[config.mk]
export PLATFORM = sky130hd
export DESIGN_NAME = bus_return
export DESIGN_NICKNAME = d
export VERILOG_FILES = /design/src/soc_pkg.sv /design/src/bus_return.sv
export SDC_FILE = /design/constraint.sdc
export NUM_CORES = 1
export LEC_CHECK = 0
export BUFFER_PORTS_ARGS = -buffer_cell sky130_fd_sc_hd__buf_4
export CAP_MARGIN = 30
export CELL_PAD_IN_SITES_DETAIL_PLACEMENT = 1
export CELL_PAD_IN_SITES_GLOBAL_PLACEMENT = 2
export CORE_MARGIN = 10
export CORE_UTILIZATION = 10
export DETAILED_ROUTE_END_ITERATION = 7
export GPL_TIMING_DRIVEN = 0
export PLACE_DENSITY_LB_ADDON = 0.15
export SLEW_MARGIN = 20
export SYNTH_ARGS = -nofsm -noshare
export SYNTH_HDL_FRONTEND = slang
export SYNTH_SLANG_ARGS = --single-unit
[constraint.sdc]
create_clock -name clock -period 0.8 [get_ports clock]
set_input_delay 0.08 -clock clock [delete_from_list [all_inputs] [get_ports clock]]
set_output_delay 0.08 -clock clock [all_outputs]
set_load 0.02 [all_outputs]
[src/soc_pkg.sv]
package soc_pkg;

	// ==================================================
	// Bus word types
	// ==================================================

	// Byte address as issued by the master
	typedef logic [31:0] bus_addr_t;

	typedef logic [31:0] bus_data_t;

	// Word register index inside the timer block
	typedef logic [1:0] timer_reg_t;

	// ==================================================
	// Request and response bundles
	// ==================================================

	// Master side, rw high means write
	typedef struct packed {
		logic rw;
		bus_addr_t address;
		bus_data_t wdata;
	} bus_req_t;

	// Target side, rdata valid together with ready
	typedef struct packed {
		bus_data_t rdata;
		logic ready;
	} bus_rsp_t;

	// One-hot target select
	typedef struct packed {
		logic ram;
		logic timer;
		logic none;
	} bus_select_t;

	// ==================================================
	// Address map
	// ==================================================

	// Top address nibble of each region
	localparam logic [3:0] REGION_RAM = 4'h1;
	localparam logic [3:0] REGION_TIMER = 4'hA;

	// Timer registers, one word apart
	localparam timer_reg_t TIMER_REG_COUNT = 2'd0;
	localparam timer_reg_t TIMER_REG_COMPARE = 2'd1;
	localparam timer_reg_t TIMER_REG_CONTROL = 2'd2;

endpackage

[src/bus_return.sv]
`timescale 1ns/1ps

module bus_return
(
	input logic clock,
	input logic i_arst_n,
	input logic i_request,
	input soc_pkg::bus_select_t i_select,
	input soc_pkg::bus_rsp_t i_ram_rsp,
	input soc_pkg::bus_rsp_t i_timer_rsp,
	output soc_pkg::bus_rsp_t o_rsp,
	output logic o_error
);

	logic none_busy_q;
	logic none_ready_q;
	logic none_accept;

	// Unmapped access answered here so the master never stalls
	assign none_accept = i_request && i_select.none && !none_busy_q;

	always_ff @(posedge clock or negedge i_arst_n)
	begin
		if (!i_arst_n)
		begin
			none_busy_q <= 1'b0;
			none_ready_q <= 1'b0;
		end
		else
		begin
			none_ready_q <= none_accept;
			if (none_accept)
				none_busy_q <= 1'b1;
			else if (!i_request)
				none_busy_q <= 1'b0;
		end
	end

	// Response from whichever target the address selects
	always_comb
	begin
		o_rsp = '0;
		if (i_select.ram)
			o_rsp = i_ram_rsp;
		else if (i_select.timer)
			o_rsp = i_timer_rsp;
		else if (i_select.none)
			o_rsp.ready = none_ready_q;
	end

	assign o_error = none_ready_q;

endmodule

# Yosys cells after proc, flatten, opt, wreduce, memory -nomap -nowiden
# Index checks and enable logic that the tools add are counted.
# classes
n_reduce_logical	3
eq_ne	1
mux	6
# op_table
cell	n
33-bit two-way mux	1
32-bit two-way mux	1
1-bit two-way mux	4
1-bit logical AND	2
2-bit by 1-bit != test with 1-bit output (second input constant)	1
1-bit logical NOT	1
# word_totals
wordCells	12
out_inout_bits	34
reg_bits	2
inputBits	72

# Longest topological paths before layout
# Gate-level depths: netlist of run 1.
# depth
word_depth	3
ltp_mapped	4
mapped_depth_nobuf	2

# Worst setup path after synthesis of run 1
# Ideal clock, no wire load.
# synth_timing
path_kind	register to output
startpoint	register none_ready_q (netlist: o_error)
endpoint	output port o_rsp[0] (netlist bit)
arrival_ns	0.883
path_stages_with_launch	3
setup_slack_ns	-0.163
n_path_buf	0
t_required_ns	0.720
path_cell_list	dfrtp_1 > nand3b_1 > a21oi_1
# synth_lines
item	line	rtl
from (decl)	bus_return.sv:16	logic none_ready_q;
from (signal assigned)	bus_return.sv:31	none_ready_q <= none_accept;
to (decl)	bus_return.sv:11	output soc_pkg::bus_rsp_t o_rsp,

==> flow_metrics.py, run 1 <==
metrics = {
    "grt": {
        "grt_busiest_layer": "met2",
        "use_met2_pct": 20.5,
        "grtUsageMet1_pct": 9.61,
        "met3_usage_pct": 3.28,
        "antenna_found_initial": 0,
        "grt_usage_pct": 10.2,
        "grt_pass1_vias": 1176,
        "grt_pass1_wl_um": 6280,
        "grt_overflow": 0,
        "grt_max_degree": 11,
    },
    "place": {
        "gp_congestion": 0.660,
        "port_buffers": 104,
        "place_ws_ns": -0.144,
        "hpwlAfterDp_um": 3500,
    },
    "sta": {
        "finalCritPeriodShare_pct": 127,
        "clock_skew_ns": 0.000756,
        "worstMarginPinSlew_ns": 0.296,
        "finalSetupViolations": 32,
        "final_hold_viol_count": 0,
        "maxSlewViolCount": 0,
        "fmax_ghz": 0.987,
        "hold-worst-slack_ns": 0.107,
        "finalCriticalPeriod_ns": 1.01,
        "relSlewSlack_pct": 80.3,
        "tns_ns": -5.08,
        "setup_slack_ns": -0.213,
        "rsz0062_at_grt": "true",
    },
    "die": {
        "pin_count": 106,
        "die_height_um": 89.5,
        "rows": 25,
        "dieArea_um2": 8010,
        "die_x_um": 89.5,
        "initial_utilization_pct": 10.3,
        "coreArea_um2": 4690,
    },
    "synth": {
        "syn_avg_cell_area_um2": 9.11,
        "synthCells": 53,
        "synth_cell_types": 13,
        "yosysSeqAreaShare_pct": 10.4,
        "yosys_warnings": 0,
        "ys_seq_elements": 2,
        "netlist_area_um2": 483,
        "synth_nets": 125,
    },
    "worst_setup_path": {
        "max_stage_delay_ns": 0.34,
        "crit_required_ns": 0.72,
        "slowest_stage": "dfrtp_1",
        "arrival_ns": 0.93,
        "critPathMaxFanout": 2,
        "startpoint_type": "register",
        "crit_chain": "nand3b_1 > a21oi_2 > buf_4",
        "end_kind": "output pin",
        "worst-setup-path-type": "register to output pin",
    },
    "power": {
        "power_uw": 1680,
        "p_leak_uw": 0.000917,
        "peakVddDrop_mv": 0.587,
        "power_density_nw_per_um2": 949,
    },
    "layout": {
        "drive_above_1_share_pct": 88.7,
        "nNetsFinal": 242,
        "syn_to_final_growth_pct": 268,
        "diodes": 0,
    },
    "drt": {
        "wl_per_cell_um": 19.5,
        "drt_iter0_markers": 21,
        "drcViolationCount": 0,
        "vias": 974,
        "drt_pre_antenna_iters": 2,
        "wirelength_um": 4330,
        "ant_nets": 0,
        "vias_per_cell": 4.39,
    },
    "clock_tree": {
        "cts_tree": "built",
        "clock-root-buffer": "clkbuf_8",
        "cts_buffers": 3,
        "insertion_delay_ns": 0.21,
        "clock_sinks": 2,
        "clk_pin_slew_worst_paths_ns": 0.03,
        "clockBufferDepth": 2,
        "h-tree-depth": 1,
    },
    "outcome": {
        "violations": "negative setup slack",
        "outcome": "complete, but fails checks",
    },
    "min_path": {
        "hold_path.class": "input port to register",
    },
    "flow_run": {
        "cap_violations": 0,
    },
}
logic make-up (layout without fill, tap and decap cells):
family / Yosys count / count (layout) / synth area share, %
buffers and inverters: 7 / 122 / 12.4
AND/OR/NAND/NOR: 9 / 9 / 10.4
AO/OA/AOI/OAI: 35 / 35 / 66.8
flip-flops: 2 / 2 / 10.4
worst paths after layout:
kind / cells after the start / slack (ns) / startpoint / endpoint
hold / removal: 2 / 0.11 / i_request / none_busy_q
setup / recovery: 3 / -0.21 / o_error / o_rsp[0]
max in group asynchronous: 2 / 0.51 / i_arst_n / none_busy_q
hold reg to reg: 1 / 0.44 / none_busy_q / o_error
min in group asynchronous: 2 / 0.20 / i_arst_n / o_error
setup reg to reg: 1 / 0.13 / none_busy_q / none_busy_q
timing repair:
action                                 in CTS  in global routing
buffers inserted                            3                  2
hold buffers                                1                  0
gates cloned                                3                  0
endpoints found under the hold margin       2                  0
pin swaps                                   3                  4
gates resized for setup                    64                  9
setup endpoints to repair                  34                 34
power by group:
group	switching [uW]	leakage [uW]	internal, uW
clock	81.3	0.0000216	318
combinational	468	0.000870	705
sequential	3.87	0.0000258	108
total	553	0.000917	1130
flip-flops by register name, indices dropped and copies added, names as in the netlist:
| register | cells |
|---|---|
| none_busy_q | 1 |
| o_error | 1 |
critical path, delay by kind of cell (launching register included):
family / cells / cell delay, ns
AO/OA/AOI/OAI: 1 / 0.13
buffers and inverters: 1 / 0.15
flip-flops: 1 / 0.34
AND/OR/NAND/NOR: 1 / 0.10
metrics by stage:
| stage | cells | utilization [%] | cell area [um2] |
|---|---|---|---|
| 2_1_floorplan | 53 | - | 487 |
| 6_report | 222 | 37.8 | 1780 |
| 3_3_place_gp | 211 | 28.5 | 1340 |
| 5_1_grt | 222 | 37.8 | 1780 |
| 3_5_place_dp | 211 | 28.5 | 1340 |
| 4_1_cts | 221 | 36.8 | 1730 |
cell usage after synthesis:
cell       n  area [um2]
nor2_1     1        3.75
nor2b_1    1        6.26
o21a_1     1        7.51
a22o_2    26         260
a22o_1     4        35.0
nand3b_1   1        7.51
a21oi_1    2        10.0
nand2_1    5        18.8
buf_2      3        15.0
buf_6      4        45.0
nor2b_4    1        13.8
dfrtp_1    2        50.1
o21ai_0    2        10.0
area by class of cell:
cell class              instances  area [um2]
fillers                       550        2920
repair buffers                113         997
multi-input cells              44         549
plain buffers                   6        70.1
well taps                      54        67.6
flip-flops and latches          2        50.0
clock buffers                   3        41.3
layout by cell type (no fill, tap or decap), drive strengths merged:
master       instances
buf                118
a22o                30
nand2                5
clkbuf               3
o21ai                2
dfrtp                2
nor2b                2
a21oi                2
nand3b               1
nor2                 1
o21a                 1
dlygate4sd3          1
layer usage:
layer | vias to the layer above | share of wire [%]
met5 | - | 0
met4 | 0 | 0.44
met3 | 2 | 7.8
met2 | 47 | 62
met1 | 471 | 30
li1 | 454 | -
No activity file was read; power rests on OpenSTA's default activity.
==> run 2: changes to the inputs <==
Settings changed: PLACE_DENSITY_LB_ADDON 0.15 to 0.05.
Clock period 0.8 ns to 0.82 ns, I/O delays scaled along.
==> flow_metrics.py, run 2 (same netlist as run 1, synthesis figures left out) <==
metrics = {
    "worst_setup_path": {
        "max_stage_delay_ns": 0.22,
        "cp_common_cell": "buf_6",
        "crit_chain": "buf_8 > nor2b_4 > buf_6 > buf_6 > a22o_4 > buf_6",
        "startpoint_type": "input port",
        "worst-setup-path-type": "input port to output pin",
        "crit_required_ns": 0.74,
        "slowest_stage": "a22o_4",
        "arrival_ns": 0.92,
        "end_kind": "output pin",
        "critPathMaxFanout": 5,
    },
    "die": {
        "die_x_um": 89.5,
        "initial_utilization_pct": 10.3,
        "die_height_um": 89.5,
        "pin_count": 106,
        "rows": 25,
        "coreArea_um2": 4690,
        "dieArea_um2": 8010,
    },
    "drt": {
        "wirelength_um": 4110,
        "drt_iter0_markers": 11,
        "ant_nets": 0,
        "drcViolationCount": 0,
        "wl_per_cell_um": 18.2,
        "drt_pre_antenna_iters": 3,
        "vias": 939,
        "vias_per_cell": 4.15,
    },
    "flow_run": {
        "cap_violations": 0,
    },
    "layout": {
        "syn_to_final_growth_pct": 266,
        "diodes": 0,
        "drive_above_1_share_pct": 89.0,
        "final_common_cell": "buf_4",
        "layout_common_cells": "buf_4 (80), buf_6 (40), a22o_4 (18)",
        "fillers": 540,
        "nNetsFinal": 246,
    },
    "place": {
        "port_buffers": 104,
        "place_ws_ns": -0.119,
        "gp_congestion": 0.684,
        "hpwlAfterDp_um": 3310,
    },
    "clock_tree": {
        "clk_pin_slew_worst_paths_ns": 0.03,
        "cts_tree": "built",
        "h-tree-depth": 1,
        "clock-root-buffer": "clkbuf_8",
        "clock_sinks": 2,
        "insertion_delay_ns": 0.21,
        "clockBufferDepth": 2,
        "cts_buffers": 3,
    },
    "sta": {
        "finalSetupViolations": 31,
        "setup_slack_ns": -0.179,
        "relSlewSlack_pct": 87.5,
        "worstMarginPinSlew_ns": 0.187,
        "finalCriticalPeriod_ns": 0.999,
        "maxSlewViolCount": 0,
        "fmax_ghz": 1.00,
        "rsz0062_at_grt": "true",
        "finalCritPeriodShare_pct": 122,
        "clock_skew_ns": 0.000394,
        "tns_ns": -4.30,
        "final_hold_viol_count": 0,
    },
    "power": {
        "peakVddDrop_mv": 0.691,
        "p_leak_uw": 0.000917,
        "power_density_nw_per_um2": 913,
    },
    "outcome": {
        "outcome": "complete, but fails checks",
        "violations": "negative setup slack",
    },
    "grt": {
        "antenna_found_initial": 0,
        "grt_pass1_wl_um": 5600,
        "grt_usage_pct": 9.05,
        "grt_pass1_vias": 1012,
        "grt_max_degree": 11,
        "grt_overflow": 0,
    },
    "min_path": {
        "hold_path.class": "input port to register",
    },
}
==> run 2: cell types whose count changed in the layout (fill, tap and decap cells not counted), sizes merged <==
cell  previous run  this run
buf            118       122
==> run 2: stage by stage <==
stage               total power, uW  util (%)  cell area [um2]  hold WS (ns)  std cells
finish                         1610      37.7             1770        0.0993        226
global route                   1700      37.7             1770         0.101        226
CTS                            1580      35.7             1670        0.0999        219
detailed placement              985      28.5             1340        -0.134        211
global placement                978      28.5             1340        -0.136        211
floorplan                       493         -              487        -0.214         53
==> run 2: metal layers <==
layer  track usage (%)  vias to the layer above  wire, um
li1                  -                      457         -
met5                 0                        -         0
met2              18.7                       44      2460
met4              2.17                        0        22
met3              2.28                        4       319
met1              8.48                      434      1300
==> run 2: power by group <==
group	internal, uW	leakage [uW]	total [uW]	switching, uW
Combinational	684	0.000870	1120	440
Sequential	105	0.0000258	108	2.92
Clock	310	0.0000216	380	70.7
==> run 2: area by class of cell <==
class                      count  area, um2  area share, %
buffer                         6       65.1           3.68
clock buffer                   3       41.3           2.34
multi-input combinational     44        512           29.0
sequential                     2       50.0           2.83
tap                           54       67.6           3.82
timing repair buffer         117       1030           58.4
==> run 2: final timing paths <==
path,endpoint,depth (start not counted),start,slack [ns]
min in group asynchronous,none_busy_q,2,i_arst_n,0.20
worst min-delay path,none_busy_q,2,i_request,0.1
worst max-delay path,o_rsp[31],6,i_select[1],-0.18
worst max register to register,none_busy_q,1,none_busy_q,0.17
worst min register to register,o_error,1,none_busy_q,0.43
max in group asynchronous,o_error,2,i_arst_n,0.53
==> run 2: worst max-delay path, delay by kind of cell <==
| kind | cells | cell delay [ns] |
|---|---|---|
| buffers and inverters | 4 | 0.48 |
| AOI/OAI and AO/OA | 1 | 0.22 |
| and+or+nand+nor | 1 | 0.14 |
==> run 2: what timing repair did <==
action                                  in CTS  in global routing
gates cloned                                 2                  1
hold buffers                                 1                  0
resized for setup                           55                 17
endpoints found under the setup margin      33                 34
hold endpoints to repair                     2                  0
setup buffers                                2                  8
pin swaps                                    2                  4
