`config.mk`:
```
export PLATFORM = sky130hd
export DESIGN_NAME = bus_timer
export DESIGN_NICKNAME = d
export VERILOG_FILES = /design/src/soc_pkg.sv /design/src/bus_timer.sv
export SDC_FILE = /design/constraint.sdc
export NUM_CORES = 1
export LEC_CHECK = 0
export BUFFER_PORTS_ARGS = -buffer_cell sky130_fd_sc_hd__buf_2
export CORE_AREA = 8 8 139 141
export CTS_CLUSTER_DIAMETER = 80
export DETAILED_ROUTE_END_ITERATION = 16
export DIE_AREA = 0 0 147 149
export GPL_TIMING_DRIVEN = 0
export MAX_ROUTING_LAYER = met4
export PLACE_DENSITY = 0.48
export SYNTH_ARGS = -nofsm -noshare
export SYNTH_HDL_FRONTEND = slang
export SYNTH_SLANG_ARGS = --single-unit
```
`constraint.sdc`:
```
create_clock -name clock -period 5.8 [get_ports clock]
set_clock_uncertainty 0.2 [all_clocks]
set_input_delay 1.16 -clock clock [delete_from_list [all_inputs] [get_ports clock]]
set_output_delay 1.16 -clock clock [all_outputs]
set_load 0.02 [all_outputs]
```
`src/soc_pkg.sv`:
```
package soc_pkg;

	// ==================================================
	// Bus word types
	// ==================================================

	// Byte address as issued by the master
	typedef logic [31:0] bus_addr_t;

	typedef logic [31:0] bus_data_t;

	// Word register index inside the timer block
	typedef logic [1:0] timer_reg_t;

	// ==================================================
	// Request and response bundles
	// ==================================================

	// Master side, rw high means write
	typedef struct packed {
		logic rw;
		bus_addr_t address;
		bus_data_t wdata;
	} bus_req_t;

	// Target side, rdata valid together with ready
	typedef struct packed {
		bus_data_t rdata;
		logic ready;
	} bus_rsp_t;

	// One-hot target select
	typedef struct packed {
		logic ram;
		logic timer;
		logic none;
	} bus_select_t;

	// ==================================================
	// Address map
	// ==================================================

	// Top address nibble of each region
	localparam logic [3:0] REGION_RAM = 4'h1;
	localparam logic [3:0] REGION_TIMER = 4'hA;

	// Timer registers, one word apart
	localparam timer_reg_t TIMER_REG_COUNT = 2'd0;
	localparam timer_reg_t TIMER_REG_COMPARE = 2'd1;
	localparam timer_reg_t TIMER_REG_CONTROL = 2'd2;

endpackage

```
`src/bus_timer.sv`:
```
`timescale 1ns/1ps

module bus_timer
#(
	parameter int TIMER_PRESCALE = 4
)
(
	input logic clock,
	input logic i_arst_n,
	input logic i_request,
	input logic i_select,
	input logic i_rw,
	input soc_pkg::bus_addr_t i_offset,
	input soc_pkg::bus_data_t i_wdata,
	output soc_pkg::bus_rsp_t o_rsp,
	output logic o_interrupt
);

	localparam int PRESCALE_W = $clog2(TIMER_PRESCALE + 1);

	logic [PRESCALE_W-1:0] prescale_q;
	soc_pkg::bus_data_t count_q;
	soc_pkg::bus_data_t compare_q;
	soc_pkg::bus_data_t read_value;
	soc_pkg::bus_data_t rdata_q;
	soc_pkg::timer_reg_t reg_index;
	logic enable_q;
	logic pending_q;
	logic busy_q;
	logic ready_q;
	logic accept;
	logic write;
	logic tick;
	logic match;
	logic clear;

	assign reg_index = i_offset[3:2];
	assign accept = i_request && i_select && !busy_q;
	assign write = accept && i_rw;

	// Counter step every TIMER_PRESCALE clocks while enabled
	assign tick = enable_q && (prescale_q == PRESCALE_W'(TIMER_PRESCALE - 1));
	assign match = enable_q && (count_q == compare_q);
	// Write-one to control bit 1 acknowledges the interrupt
	assign clear = write && (reg_index == soc_pkg::TIMER_REG_CONTROL) && i_wdata[1];

	always_comb
	begin
		case (reg_index)
			soc_pkg::TIMER_REG_COUNT: read_value = count_q;
			soc_pkg::TIMER_REG_COMPARE: read_value = compare_q;
			soc_pkg::TIMER_REG_CONTROL: read_value = {30'd0, pending_q, enable_q};
			default: read_value = '0;
		endcase
	end

	always_ff @(posedge clock)
	begin
		if (accept)
			rdata_q <= read_value;
	end

	// ==================================================
	// Registers
	// ==================================================

	always_ff @(posedge clock or negedge i_arst_n)
	begin
		if (!i_arst_n)
		begin
			prescale_q <= '0;
			count_q <= '0;
			compare_q <= '0;
			enable_q <= 1'b0;
			pending_q <= 1'b0;
			busy_q <= 1'b0;
			ready_q <= 1'b0;
		end
		else
		begin
			ready_q <= accept;
			if (accept)
				busy_q <= 1'b1;
			else if (!i_request)
				busy_q <= 1'b0;

			// Counter load restarts the prescaler too
			if (write && reg_index == soc_pkg::TIMER_REG_COUNT)
			begin
				count_q <= i_wdata;
				prescale_q <= '0;
			end
			else if (tick)
			begin
				count_q <= count_q + 1'b1;
				prescale_q <= '0;
			end
			else if (enable_q)
				prescale_q <= prescale_q + 1'b1;
			else
				prescale_q <= '0;

			if (write && reg_index == soc_pkg::TIMER_REG_COMPARE)
				compare_q <= i_wdata;
			if (write && reg_index == soc_pkg::TIMER_REG_CONTROL)
				enable_q <= i_wdata[0];

			if (clear)
				pending_q <= 1'b0;
			else if (match)
				pending_q <= 1'b1;
		end
	end

	assign o_rsp.rdata = rdata_q;
	assign o_rsp.ready = ready_q;
	assign o_interrupt = pending_q;

	// No interrupt appears without a preceding compare match
	a_irq_needs_match : assert property (
		@(posedge clock) disable iff (!i_arst_n)
		!pending_q && !match |=> !o_interrupt
	);

endmodule

```
# After elaboration in Yosys (flattened, before gate mapping)
# Cells that the tools add are included.
classes:
  n_addsub: 2
  n_eq_ne: 5
  muxes: 10
  n_reduce_logical: 13
ops:
  columns: ["cell", "count"]
  rows:
  - ["$pmux W32 S3", 1]
  - ["$mux W32", 2]
  - ["$add A32 B1 Y32 const B", 1]
  - ["$eq A32 B32 Y1", 1]
  - ["$logic_and A1 B1 Y1", 9]
  - ["$mux W3", 3]
  - ["$mux W1", 4]
  - ["$reduce_bool A2 Y1", 2]
  - ["$add A3 B1 Y3 const B", 1]
  - ["$eq A3 B2 Y1 const B", 1]
  - ["$eq A2 B1 Y1 const B", 1]
  - ["$eq A2 B2 Y1 const B", 1]
  - ["$logic_not A2 Y1", 1]
  - ["$ne A2 B1 Y1 const B", 1]
  - ["$logic_not A1 Y1", 1]
word_totals:
  ff_bits: 103
  in_bits: 69
  output_inout_bits: 34
  word_cells: 38

# Longest topological paths before layout
# Gate-level depths: netlist (run 1).
logic_depth:
  word_depth: 6
  ltp_mapped: 8
  ltp_nobuf: 7

# Worst setup path after synthesis (run 1)
# Ideal clock, no wire load.
synth_timing:
  kind: "input-to-reg"
  start: "input port i_select"
  end: "register compare_q[10]"
  setup_ns: 0.125
  arrival_time_ns: 3.243
  t_required_ns: 5.475
  slack_ns: 2.233
  path_stages: 5
  n_path_buf: 1
  path_cell_list: "and3b_1 > nand2_1 > nor3b_1 > buf_2 > mux2_2"
synth_between:
  elab_chain_cells: 4
synth_lines:
  columns: ["item", "line_no", "rtl"]
  rows:
  - ["start: declaration", "bus_timer.sv:11", "input logic i_select,"]
  - ["$logic_and A1 B1 Y1 (2 in series)", "bus_timer.sv:38", "assign accept = i_request && i_select && !busy_q;"]
  - ["$logic_and A1 B1 Y1", "bus_timer.sv:39", "assign write = accept && i_rw;"]
  - ["$logic_and A1 B1 Y1", "bus_timer.sv:103", "if (write && reg_index == soc_pkg::TIMER_REG_COMPARE)"]
  - ["end signal: assignment", "bus_timer.sv:104", "compare_q <= i_wdata;"]
  - ["end: declaration", "bus_timer.sv:23", "soc_pkg::bus_data_t compare_q;"]
# Every way passes these cells.
# A chain may end at the register's enable or synchronous reset.

# Worst setup path after layout (run 1)
layout_timing:
  start: "input port i_select"
  end: "register compare_q[21]"
layout_between:
  elab_chain_cells: 4
layout_lines:
  columns: ["item", "line_no", "rtl"]
  rows:
  - ["$logic_and A1 B1 Y1 (2 in series)", "bus_timer.sv:38", null]
  - ["net accept", "bus_timer.sv:31", "logic accept;"]
  - ["$logic_and A1 B1 Y1", "bus_timer.sv:39", null]
  - ["$logic_and A1 B1 Y1", "bus_timer.sv:103", null]
# The timed path passes the listed nets, and every way through them passes these cells.

==> results of run 1 <==
[synth_stat cells (2+ instances only)]
cell | count | area [µm²]
mux2i_1 | 33 | 330
buf_2 | 5 | 25.0
nand2_1 | 11 | 41.3
xnor2_1 | 37 | 324
nand4_1 | 21 | 131
and4_1 | 2 | 17.5
clkbuf_1 | 15 | 56.3
mux2_2 | 33 | 372
o21ai_0 | 2 | 10.0
ha_1 | 3 | 37.5
inv_1 | 5 | 18.8
nand3_1 | 8 | 40.0
and2_1 | 5 | 31.3
and3_1 | 7 | 43.8
nor3_1 | 4 | 20.0
xor2_1 | 26 | 228
dfrtp_1 | 71 | 1780
nor3_2 | 3 | 30.0
edfxtp_1 | 32 | 961
a21oi_1 | 33 | 165
nor4_1 | 2 | 12.5
nor2_1 | 71 | 267
buf_1 | 3 | 11.3
[stage by stage]
step	hold WS (ns)	instance area (µm²)	total power, W	utilization (%)	cells
floorplan	0.210	5050	0.00140	-	444
global placement	0.221	5680	0.00157	33.3	739
detailed placement	0.226	5710	0.00158	33.5	740
CTS	0.235	6020	0.00222	35.3	756
global route	0.241	6020	0.00233	35.3	756
finish	0.229	6020	0.00220	35.3	756
[metal layers]
metal	part of all wire, %	vias to the layer above	GRT usage [%]
li1	-	1703	-
met1	47	1687	17.3
met2	46	79	20.5
met3	4.0	27	3.16
met4	2.5	0	5.46
met5	0	-	-
[sequential cells by signal (all words and copies together), names as in the netlist]
signal       flops
rdata_q         32
enable_q         1
count_q         32
compare_q       32
prescale_q       3
busy_q           1
o_interrupt      1
ready_q          1
[area by class of cell]
| type | instances | share of cell area (%) |
|---|---|---|
| Buffer | 24 | 1.66 |
| Clock buffer | 13 | 4.33 |
| Sequential cell | 103 | 45.5 |
| Timing Repair Buffer | 71 | 6.32 |
| Tap cell | 225 | 4.68 |
| Clock inverter | 3 | 0.707 |
| Multi-Input combinational cell | 312 | 36.5 |
| Inverter | 5 | 0.312 |
[cell families after synthesis]
kind of cell,Yosys count
AOI/OAI and AO/OA,37
xor gates and xnor gates,63
adders and majority gates,3
buffers and inverters,29
DFF,103
muxes,66
and+or+nand+nor,143
[power by group]
group	switching (W)	internal, W	total (W)
Combinational	0.000275	0.000248	0.000523
Clock	0.000276	0.000358	0.000634
Sequential	0.000152	0.000891	0.00104
[worst max-delay path: stages]
cell     delay [ns]
buf_2          0.08
and3b_2        0.75
nand2_1        0.15
nor3b_1        0.61
buf_2          0.42
mux2_2         0.38
[worst max path at each step]
stage                        start                        end  slack [ns]  depth (start not counted)
after floorplan           i_select  compare_q[10]$_DFFE_PN0P_        2.23                          5
after global placement    i_select  compare_q[28]$_DFFE_PN0P_        1.20                          6
after detailed placement  i_select  compare_q[19]$_DFFE_PN0P_        1.82                          6
after CTS                 i_select  compare_q[21]$_DFFE_PN0P_        2.20                          6
after global routing      i_select   compare_q[8]$_DFFE_PN0P_        2.07                          6
final                     i_select  compare_q[21]$_DFFE_PN0P_        2.27                          6
==> results.toml, run 1 <==
[status]
status = "finished, final reports clean"

[clocking]
cts_max_level = 3
path_clk_slew_ns = 0.07
cts-resized-gates = 0
hold_buffers = 0
cts_tree = "built"
cts.sinks = 103
root_buffer = "clkbuf_16"
post-cts-setup-buffer-count = 0
clk_latency_ns = 0.35
cts_buffers = 9
cts_max_path_buffers = 2

[detailed_routing]
routed_wl_um = 14000
drt_first_iter_violations = 214
drc = 0
routedWlPerCell_um = 18.6
vias = 3496
ant_nets = 0
dr.pass1.iters = 4
via_per_inst = 4.62

[critical_path]
path_class = "input port to flip-flop"
crit_path_end_kind = "flip-flop"
reg2reg_depth = 5
cp_max_fo = 35
rr_endpoint = "compare_q[21]$_DFFE_PN0P_"
r2r_start = "busy_q$_DFFE_PN0P_"
startpoint_type = "input port"
required_ns = 5.84
rrSetupSlack_ns = 2.73
critPathArrivalTime_ns = 3.57

[global_route]
grt_max_degree = 68
grt_pass1_vias = 3692
overflow = 0
grt_pass1_wl_um = 21700
antenna_found_initial = 0
grtUsageTotal_pct = 13.5

[power]
leakage_nw = 2.46
power_density_nw_per_um2 = 366
ir_drop_uv = 154

[logic_synthesis]
syn_area_um2 = 5050
synth_compound_area_share_pct = 3.74
synth_flop_cell = "dfrtp_1"
synthArstFlopShare_pct = 68.9
synth_top_family_by_area = "simple AND/OR/NAND/NOR gates"
synth-simple-area-share_pct = 14.1
synthXorXnorAreaFrac_pct = 10.9
synthDistinctLibCells = 35
avgSynthCellArea_um2 = 11.4
synth_enable_flop_cells = 32
ys_seq_elements = 103
ys_seq_area_share_pct = 54.2
synthAdderAreaFrac_pct = 0.743
yosys_warnings = 0
syn_nets = 516
synthMuxAreaShare_pct = 13.9
netlist_instances = 444

[job]
maxCapViolations = 0

[sta]
slew_headroom_pct = 29.8
hold_viol = 0
min_period_over_period_pct = 60.9
setup_viol = 0
min_period_ns = 3.53
setup_slack_ns = 2.27
max_freq_mhz = 283
rsz0062_at_grt = "no"
fin_setup_tns_ns = 0
slew_violations = 0
worst_pin_slew_ns = 1.05

[final_layout]
layout.nets = 598
syn_to_final_growth_pct = 19.1
drive_above_1_share_pct = 24.7
layout_common_cells = "buf_2, nor2_1, dfrtp_1"
seq_area_um2 = 2740
fillers = 1779
diodes = 0
multiInputGateArea_um2 = 2190
final_common_cell = "buf_2"

[die]
initial_core_util_pct = 29.6
die_h_um = 149
die_w_um = 147
core_um2 = 17100
die_area_um2 = 21900
pin_count = 103
rows = 48

[hold_path]
hold_start = "prescale_q[0]$_DFF_PN0_"
min_to = "prescale_q[0]$_DFF_PN0_"
hold_depth = 1
hold_class = "flip-flop to flip-flop"

[place]
place.gp.congestion = 0.818
post-place-ws_ns = 1.82
port_buffers = 70
dpl.hpwl_um = 10000
(Power assumes the default switching activity.)
==> run 2: changes to the inputs <==
- ABC_AREA: not set -> 1
- CORE_AREA: 8 8 139 141 -> 8 8 145 147
- DIE_AREA: 0 0 147 149 -> 0 0 153 155
- PLACE_DENSITY: 0.48 -> 0.5
- clock period: 5.8 -> 3.1 ns (I/O delays scaled with it)
==> results.toml, run 2 <==
[status]
status = "finished, final reports clean"

[critical_path]
crit_path_end_kind = "flip-flop"
cp_max_fo = 18
startpoint_type = "input port"
path_class = "input port to flip-flop"
required_ns = 3.18
path_cells = "buf_2 -> nand2_1 -> nor2_4 -> nand3_1 -> clkbuf_1 -> o21ai_0"
critical_path.slowest_cell = "nor2_4"
crit_path_max_incr_delay_ns = 0.62
critPathArrivalTime_ns = 2.70

[power]
total_power_w = 0.00454
power_density_nw_per_um2 = 694
leakage_nw = 3.03
ir_drop_uv = 286

[clocking]
cts_tree = "built"
cts-resized-gates = 0
cts_max_path_buffers = 2
clk_latency_ns = 0.37
cts.sinks = 103
cts_buffers = 9
hold_buffers = 0
cts_max_level = 3
path_clk_slew_ns = 0.07
root_buffer = "clkbuf_16"
post-cts-setup-buffer-count = 0

[global_route]
grt_pass1_wl_um = 27300
grt_max_degree = 37
overflow = 0
grt_pass1_vias = 4697
antenna_found_initial = 0
grtUsageTotal_pct = 15.6

[sta]
setup_viol = 0
worst_pin_slew_ns = 1.07
rsz0062_at_grt = "no"
worst_hold_slack_ns = 0.0240
min_period_over_period_pct = 84.6
min_period_ns = 2.62
slew_violations = 0
slew_headroom_pct = 28.4
max_freq_mhz = 381
hold_viol = 0

[logic_synthesis]
synthTopCellsByArea = "dfrtp_1, edfxtp_1, nand2_1, inv_1, o22ai_1"
yosysTopAreaCell = "dfrtp_1"
synth_top_cell_area_share_pct = 32.1
netlist_instances = 667
synthArstFlopShare_pct = 68.9
ys_seq_area_share_pct = 49.4
synth_common_cells = "nand2_1, inv_1, dfrtp_1, nor2_1, o21ai_0"
synthDistinctLibCells = 36
syn_nets = 739
synth.most_common_cell = "nand2_1"
avgSynthCellArea_um2 = 8.30
synth_flop_cell = "dfrtp_1"
yosys_warnings = 0
synth_enable_flop_cells = 32
syn_area_um2 = 5540
ys_seq_elements = 103

[final_layout]
fillers = 2011
seq_area_um2 = 2740
drive_above_1_share_pct = 17.2
post-route-cell-area_um2 = 6550
diodes = 0
reg_top3 = "compare_q: 32 flops, count_q: 32 flops, rdata_q: 32 flops"
final_cells = 995
syn_to_final_growth_pct = 18.2
layout.nets = 824
final_common_cell = "nand2_1"
multiInputGateArea_um2 = 2290
layout_common_cells = "nand2_1, inv_1, buf_2"

[die]
die_w_um = 153
initial_core_util_pct = 29.2
pin_count = 103
die_h_um = 155
die_area_um2 = 23700
rows = 51
core_um2 = 19000

[detailed_routing]
ant_nets = 0
vias = 4737
routedWlPerCell_um = 18.1
drc = 0
drt_first_iter_violations = 387
dr.pass1.iters = 6
routed_wl_um = 18000
via_per_inst = 4.76

[place]
place.gp.congestion = 0.901
port_buffers = 72
post-place-cells = 978
place_area_um2 = 6220
dpl.hpwl_um = 12900

[hold_path]
hold_class = "input port to async pin"

[job]
maxCapViolations = 0
-- run 2: metrics by stage --
step / setup TNS (ns) / utilization, % / setup WS [ns]
4_1_cts: 0 / 34.5 / 0.121
3_5_place_dp: -8.17 / 32.8 / -0.261
2_1_floorplan: 0 / - / 0.701
5_1_grt: 0 / 34.5 / 0.205
6_report: 0 / 34.5 / 0.479
3_3_place_gp: -6.31 / 32.7 / -0.228
-- run 2: path summary, 6_finish.rpt --
path / from / endpoint / slack, ns / depth (start not counted)
max: i_request / compare_q[31]$_DFFE_PN0P_ / 0.48 / 6
min in group clock: prescale_q[0]$_DFF_PN0_ / prescale_q[0]$_DFF_PN0_ / 0.24 / 1
min reg2reg: prescale_q[0]$_DFF_PN0_ / prescale_q[0]$_DFF_PN0_ / 0.24 / 1
min: i_arst_n / compare_q[27]$_DFFE_PN0P_ / 0.02 / 1
max in group asynchronous: i_arst_n / count_q[5]$_DFFE_PN0P_ / 2.09 / 2
max reg2reg: busy_q$_DFFE_PN0P_ / compare_q[31]$_DFFE_PN0P_ / 0.56 / 4
-- run 2: area by class of cell --
cell class,instances,share of cell area [%]
Sequential cell,103,41.8
Multi-Input combinational cell,436,35.0
Inverter,106,6.16
Timing Repair Buffer,73,5.85
Tap cell,238,4.55
Clock buffer,12,4.09
Buffer,23,1.76
Clock inverter,4,0.803
-- run 2: per-layer routing --
layer | vias to the layer above | part of all wire, % | track usage, %
met1 | 2260 | 48 | 20.4
met4 | 0 | 1.6 | 5.23
li1 | 2353 | - | -
met3 | 18 | 3.9 | 2.55
met5 | - | 0 | -
met2 | 106 | 46 | 24.4
-- run 2: power breakdown --
group          total (W)  switching [W]  internal, W
Sequential       0.00199       0.000290      0.00170
Clock            0.00123       0.000533     0.000699
Combinational    0.00132       0.000820     0.000498
-- run 2: critical path: cells and delay by family --
kind	cells	cell delay (ns)
and+or+nand+nor	3	1.30
buffers and inverters	2	0.52
AOI/OAI and AO/OA	1	0.25
-- run 2: cell families after synthesis --
group           after synthesis  synth area share (%)
buf+inv                     129                  9.35
mux                           2                 0.407
compound gates              117                  12.6
fa+ha+maj                     3                 0.678
flops                       103                  49.4
xor+xnor                     28                  4.43
simple gates                285                  23.1
==> run 3: changes to the inputs <==
- PLACE_DENSITY: 0.5 -> 0.48
- clock period: 3.1 -> 2.5 ns (I/O delays scaled with it)
==> results.toml, run 3 (same netlist as run 2, synthesis figures left out) <==
[detailed_routing]
routedWlPerCell_um = 18.3
drc = 0
via_per_inst = 4.84
routed_wl_um = 18200
ant_nets = 0
drt_first_iter_violations = 367
dr.pass1.iters = 9
vias = 4832

[critical_path]
cp_max_fo = 10
critPathArrivalTime_ns = 2.36
required_ns = 2.60
startpoint_type = "flip-flop"
crit_path_end_kind = "flip-flop"
path_class = "flip-flop to flip-flop"

[die]
core_um2 = 19000
die_w_um = 153
die_area_um2 = 23700
die_h_um = 155
rows = 51
initial_core_util_pct = 29.2
pin_count = 103

[final_layout]
layout_common_cells = "nand2_1, inv_1, buf_2"
post-route-cell-area_um2 = 6530
diodes = 0
final_common_cell = "nand2_1"
postLayoutCoreUtil_pct = 34.4
reg_top3 = "compare_q: 32 flops, count_q: 32 flops, rdata_q: 32 flops"
layout.nets = 827
drive_above_1_share_pct = 17.5
syn_to_final_growth_pct = 17.9

[power]
leakage_nw = 3.02
ir_drop_uv = 357
power_density_nw_per_um2 = 836
total_power_w = 0.00546

[sta]
rsz0062_at_grt = "no"
min_period_over_period_pct = 90.6
slew_violations = 0
min_period_ns = 2.27
setup_viol = 0
max_freq_mhz = 441
hold_viol = 0
worst_pin_slew_ns = 1.22
worst_hold_slack_ns = 0.147
slew_headroom_pct = 18.8

[hold_path]
hold_class = "input port to flip-flop"

[global_route]
grt_max_degree = 44
overflow = 0
grt_pass1_vias = 4848
grtUsageTotal_pct = 16.2
grt_pass1_wl_um = 28200
antenna_found_initial = 0

[place]
place.gp.congestion = 0.860
place_area_um2 = 6230
port_buffers = 72
dpl.hpwl_um = 12900

[clocking]
root_buffer = "clkbuf_16"
path_clk_slew_ns = 0.07
cts_buffers = 9
clk_latency_ns = 0.36
cts_max_level = 3
cts_tree = "built"
cts.sinks = 103
cts_max_path_buffers = 2

[status]
status = "finished, final reports clean"

[job]
maxCapViolations = 0
==> run 3: cell count changes in the layout (fill, tap and decap cells not counted), sizes merged <==
cell	previous run	this run
buf	83	85
bufinv	1	0
clkbuf	25	23
clkinv	3	6
dlygate4sd3	0	1
==> run 3: area by class of cell <==
type	instances	area, µm²
tap	238	298
sequential	103	2740
clock inverter	6	37.5
inverter	106	403
fill	1995	12400
timing repair buffer	76	415
buffer	23	115
clock buffer	10	229
multi-input combinational	436	2290
==> run 3: stage by stage <==
step	cells	TNS [ns]	setup slack, ns
after CTS	998	0	0.231
after detailed placement	978	-41.81	-0.837
after global placement	977	-41.13	-0.820
after floorplan	667	0	0.221
final	998	0	0.234
after global routing	998	0	0.0874
==> run 3: worst max-delay path, cell delays in order, from the launching register on <==
cell and delay [ns]:
dfrtp_1 0.40, ha_1 0.20, ha_1 0.17, nand2_1 0.20, inv_1 0.15, nor2_4 0.30, inv_4 0.11, buf_4 0.21
o22ai_1 0.13, inv_1 0.06, nand2_1 0.06
==> run 3: worst paths after layout <==
check	startpoint	to	slack, ns	cells past startpoint
hold / removal	i_request	busy_q$_DFFE_PN0P_	0.15	3
setup / recovery	prescale_q[0]$_DFF_PN0_	count_q[26]$_DFFE_PN0P_	0.23	10
setup reg to reg	prescale_q[0]$_DFF_PN0_	count_q[26]$_DFFE_PN0P_	0.23	10
max in group asynchronous	i_arst_n	ready_q$_DFF_PN0_	1.11	3
min in group asynchronous	i_arst_n	compare_q[4]$_DFFE_PN0P_	0.41	2
hold reg to reg	prescale_q[0]$_DFF_PN0_	prescale_q[0]$_DFF_PN0_	0.27	1
==> run 3: what timing repair did <==
action	CTS	global route
hold buffers	1	0
hold endpoints to repair	28	0
setup endpoints to repair	64	0
setup buffers	2	0
gates resized for setup	1	0
==> run 3: layer usage <==
layer	GRT usage [%]	up-vias	routed length, µm
met4	4.19	0	276
met2	25.9	143	8570
met5	-	-	0
li1	-	2362	-
met3	3.05	16	765
met1	20.8	2311	8630
==> run 3: report_power, final <==
group	switching [W]	leakage, nW	internal [W]
logic	0.00102	1.72	0.000622
registers	0.000362	1.17	0.00211
clock network	0.000666	0.136	0.000674
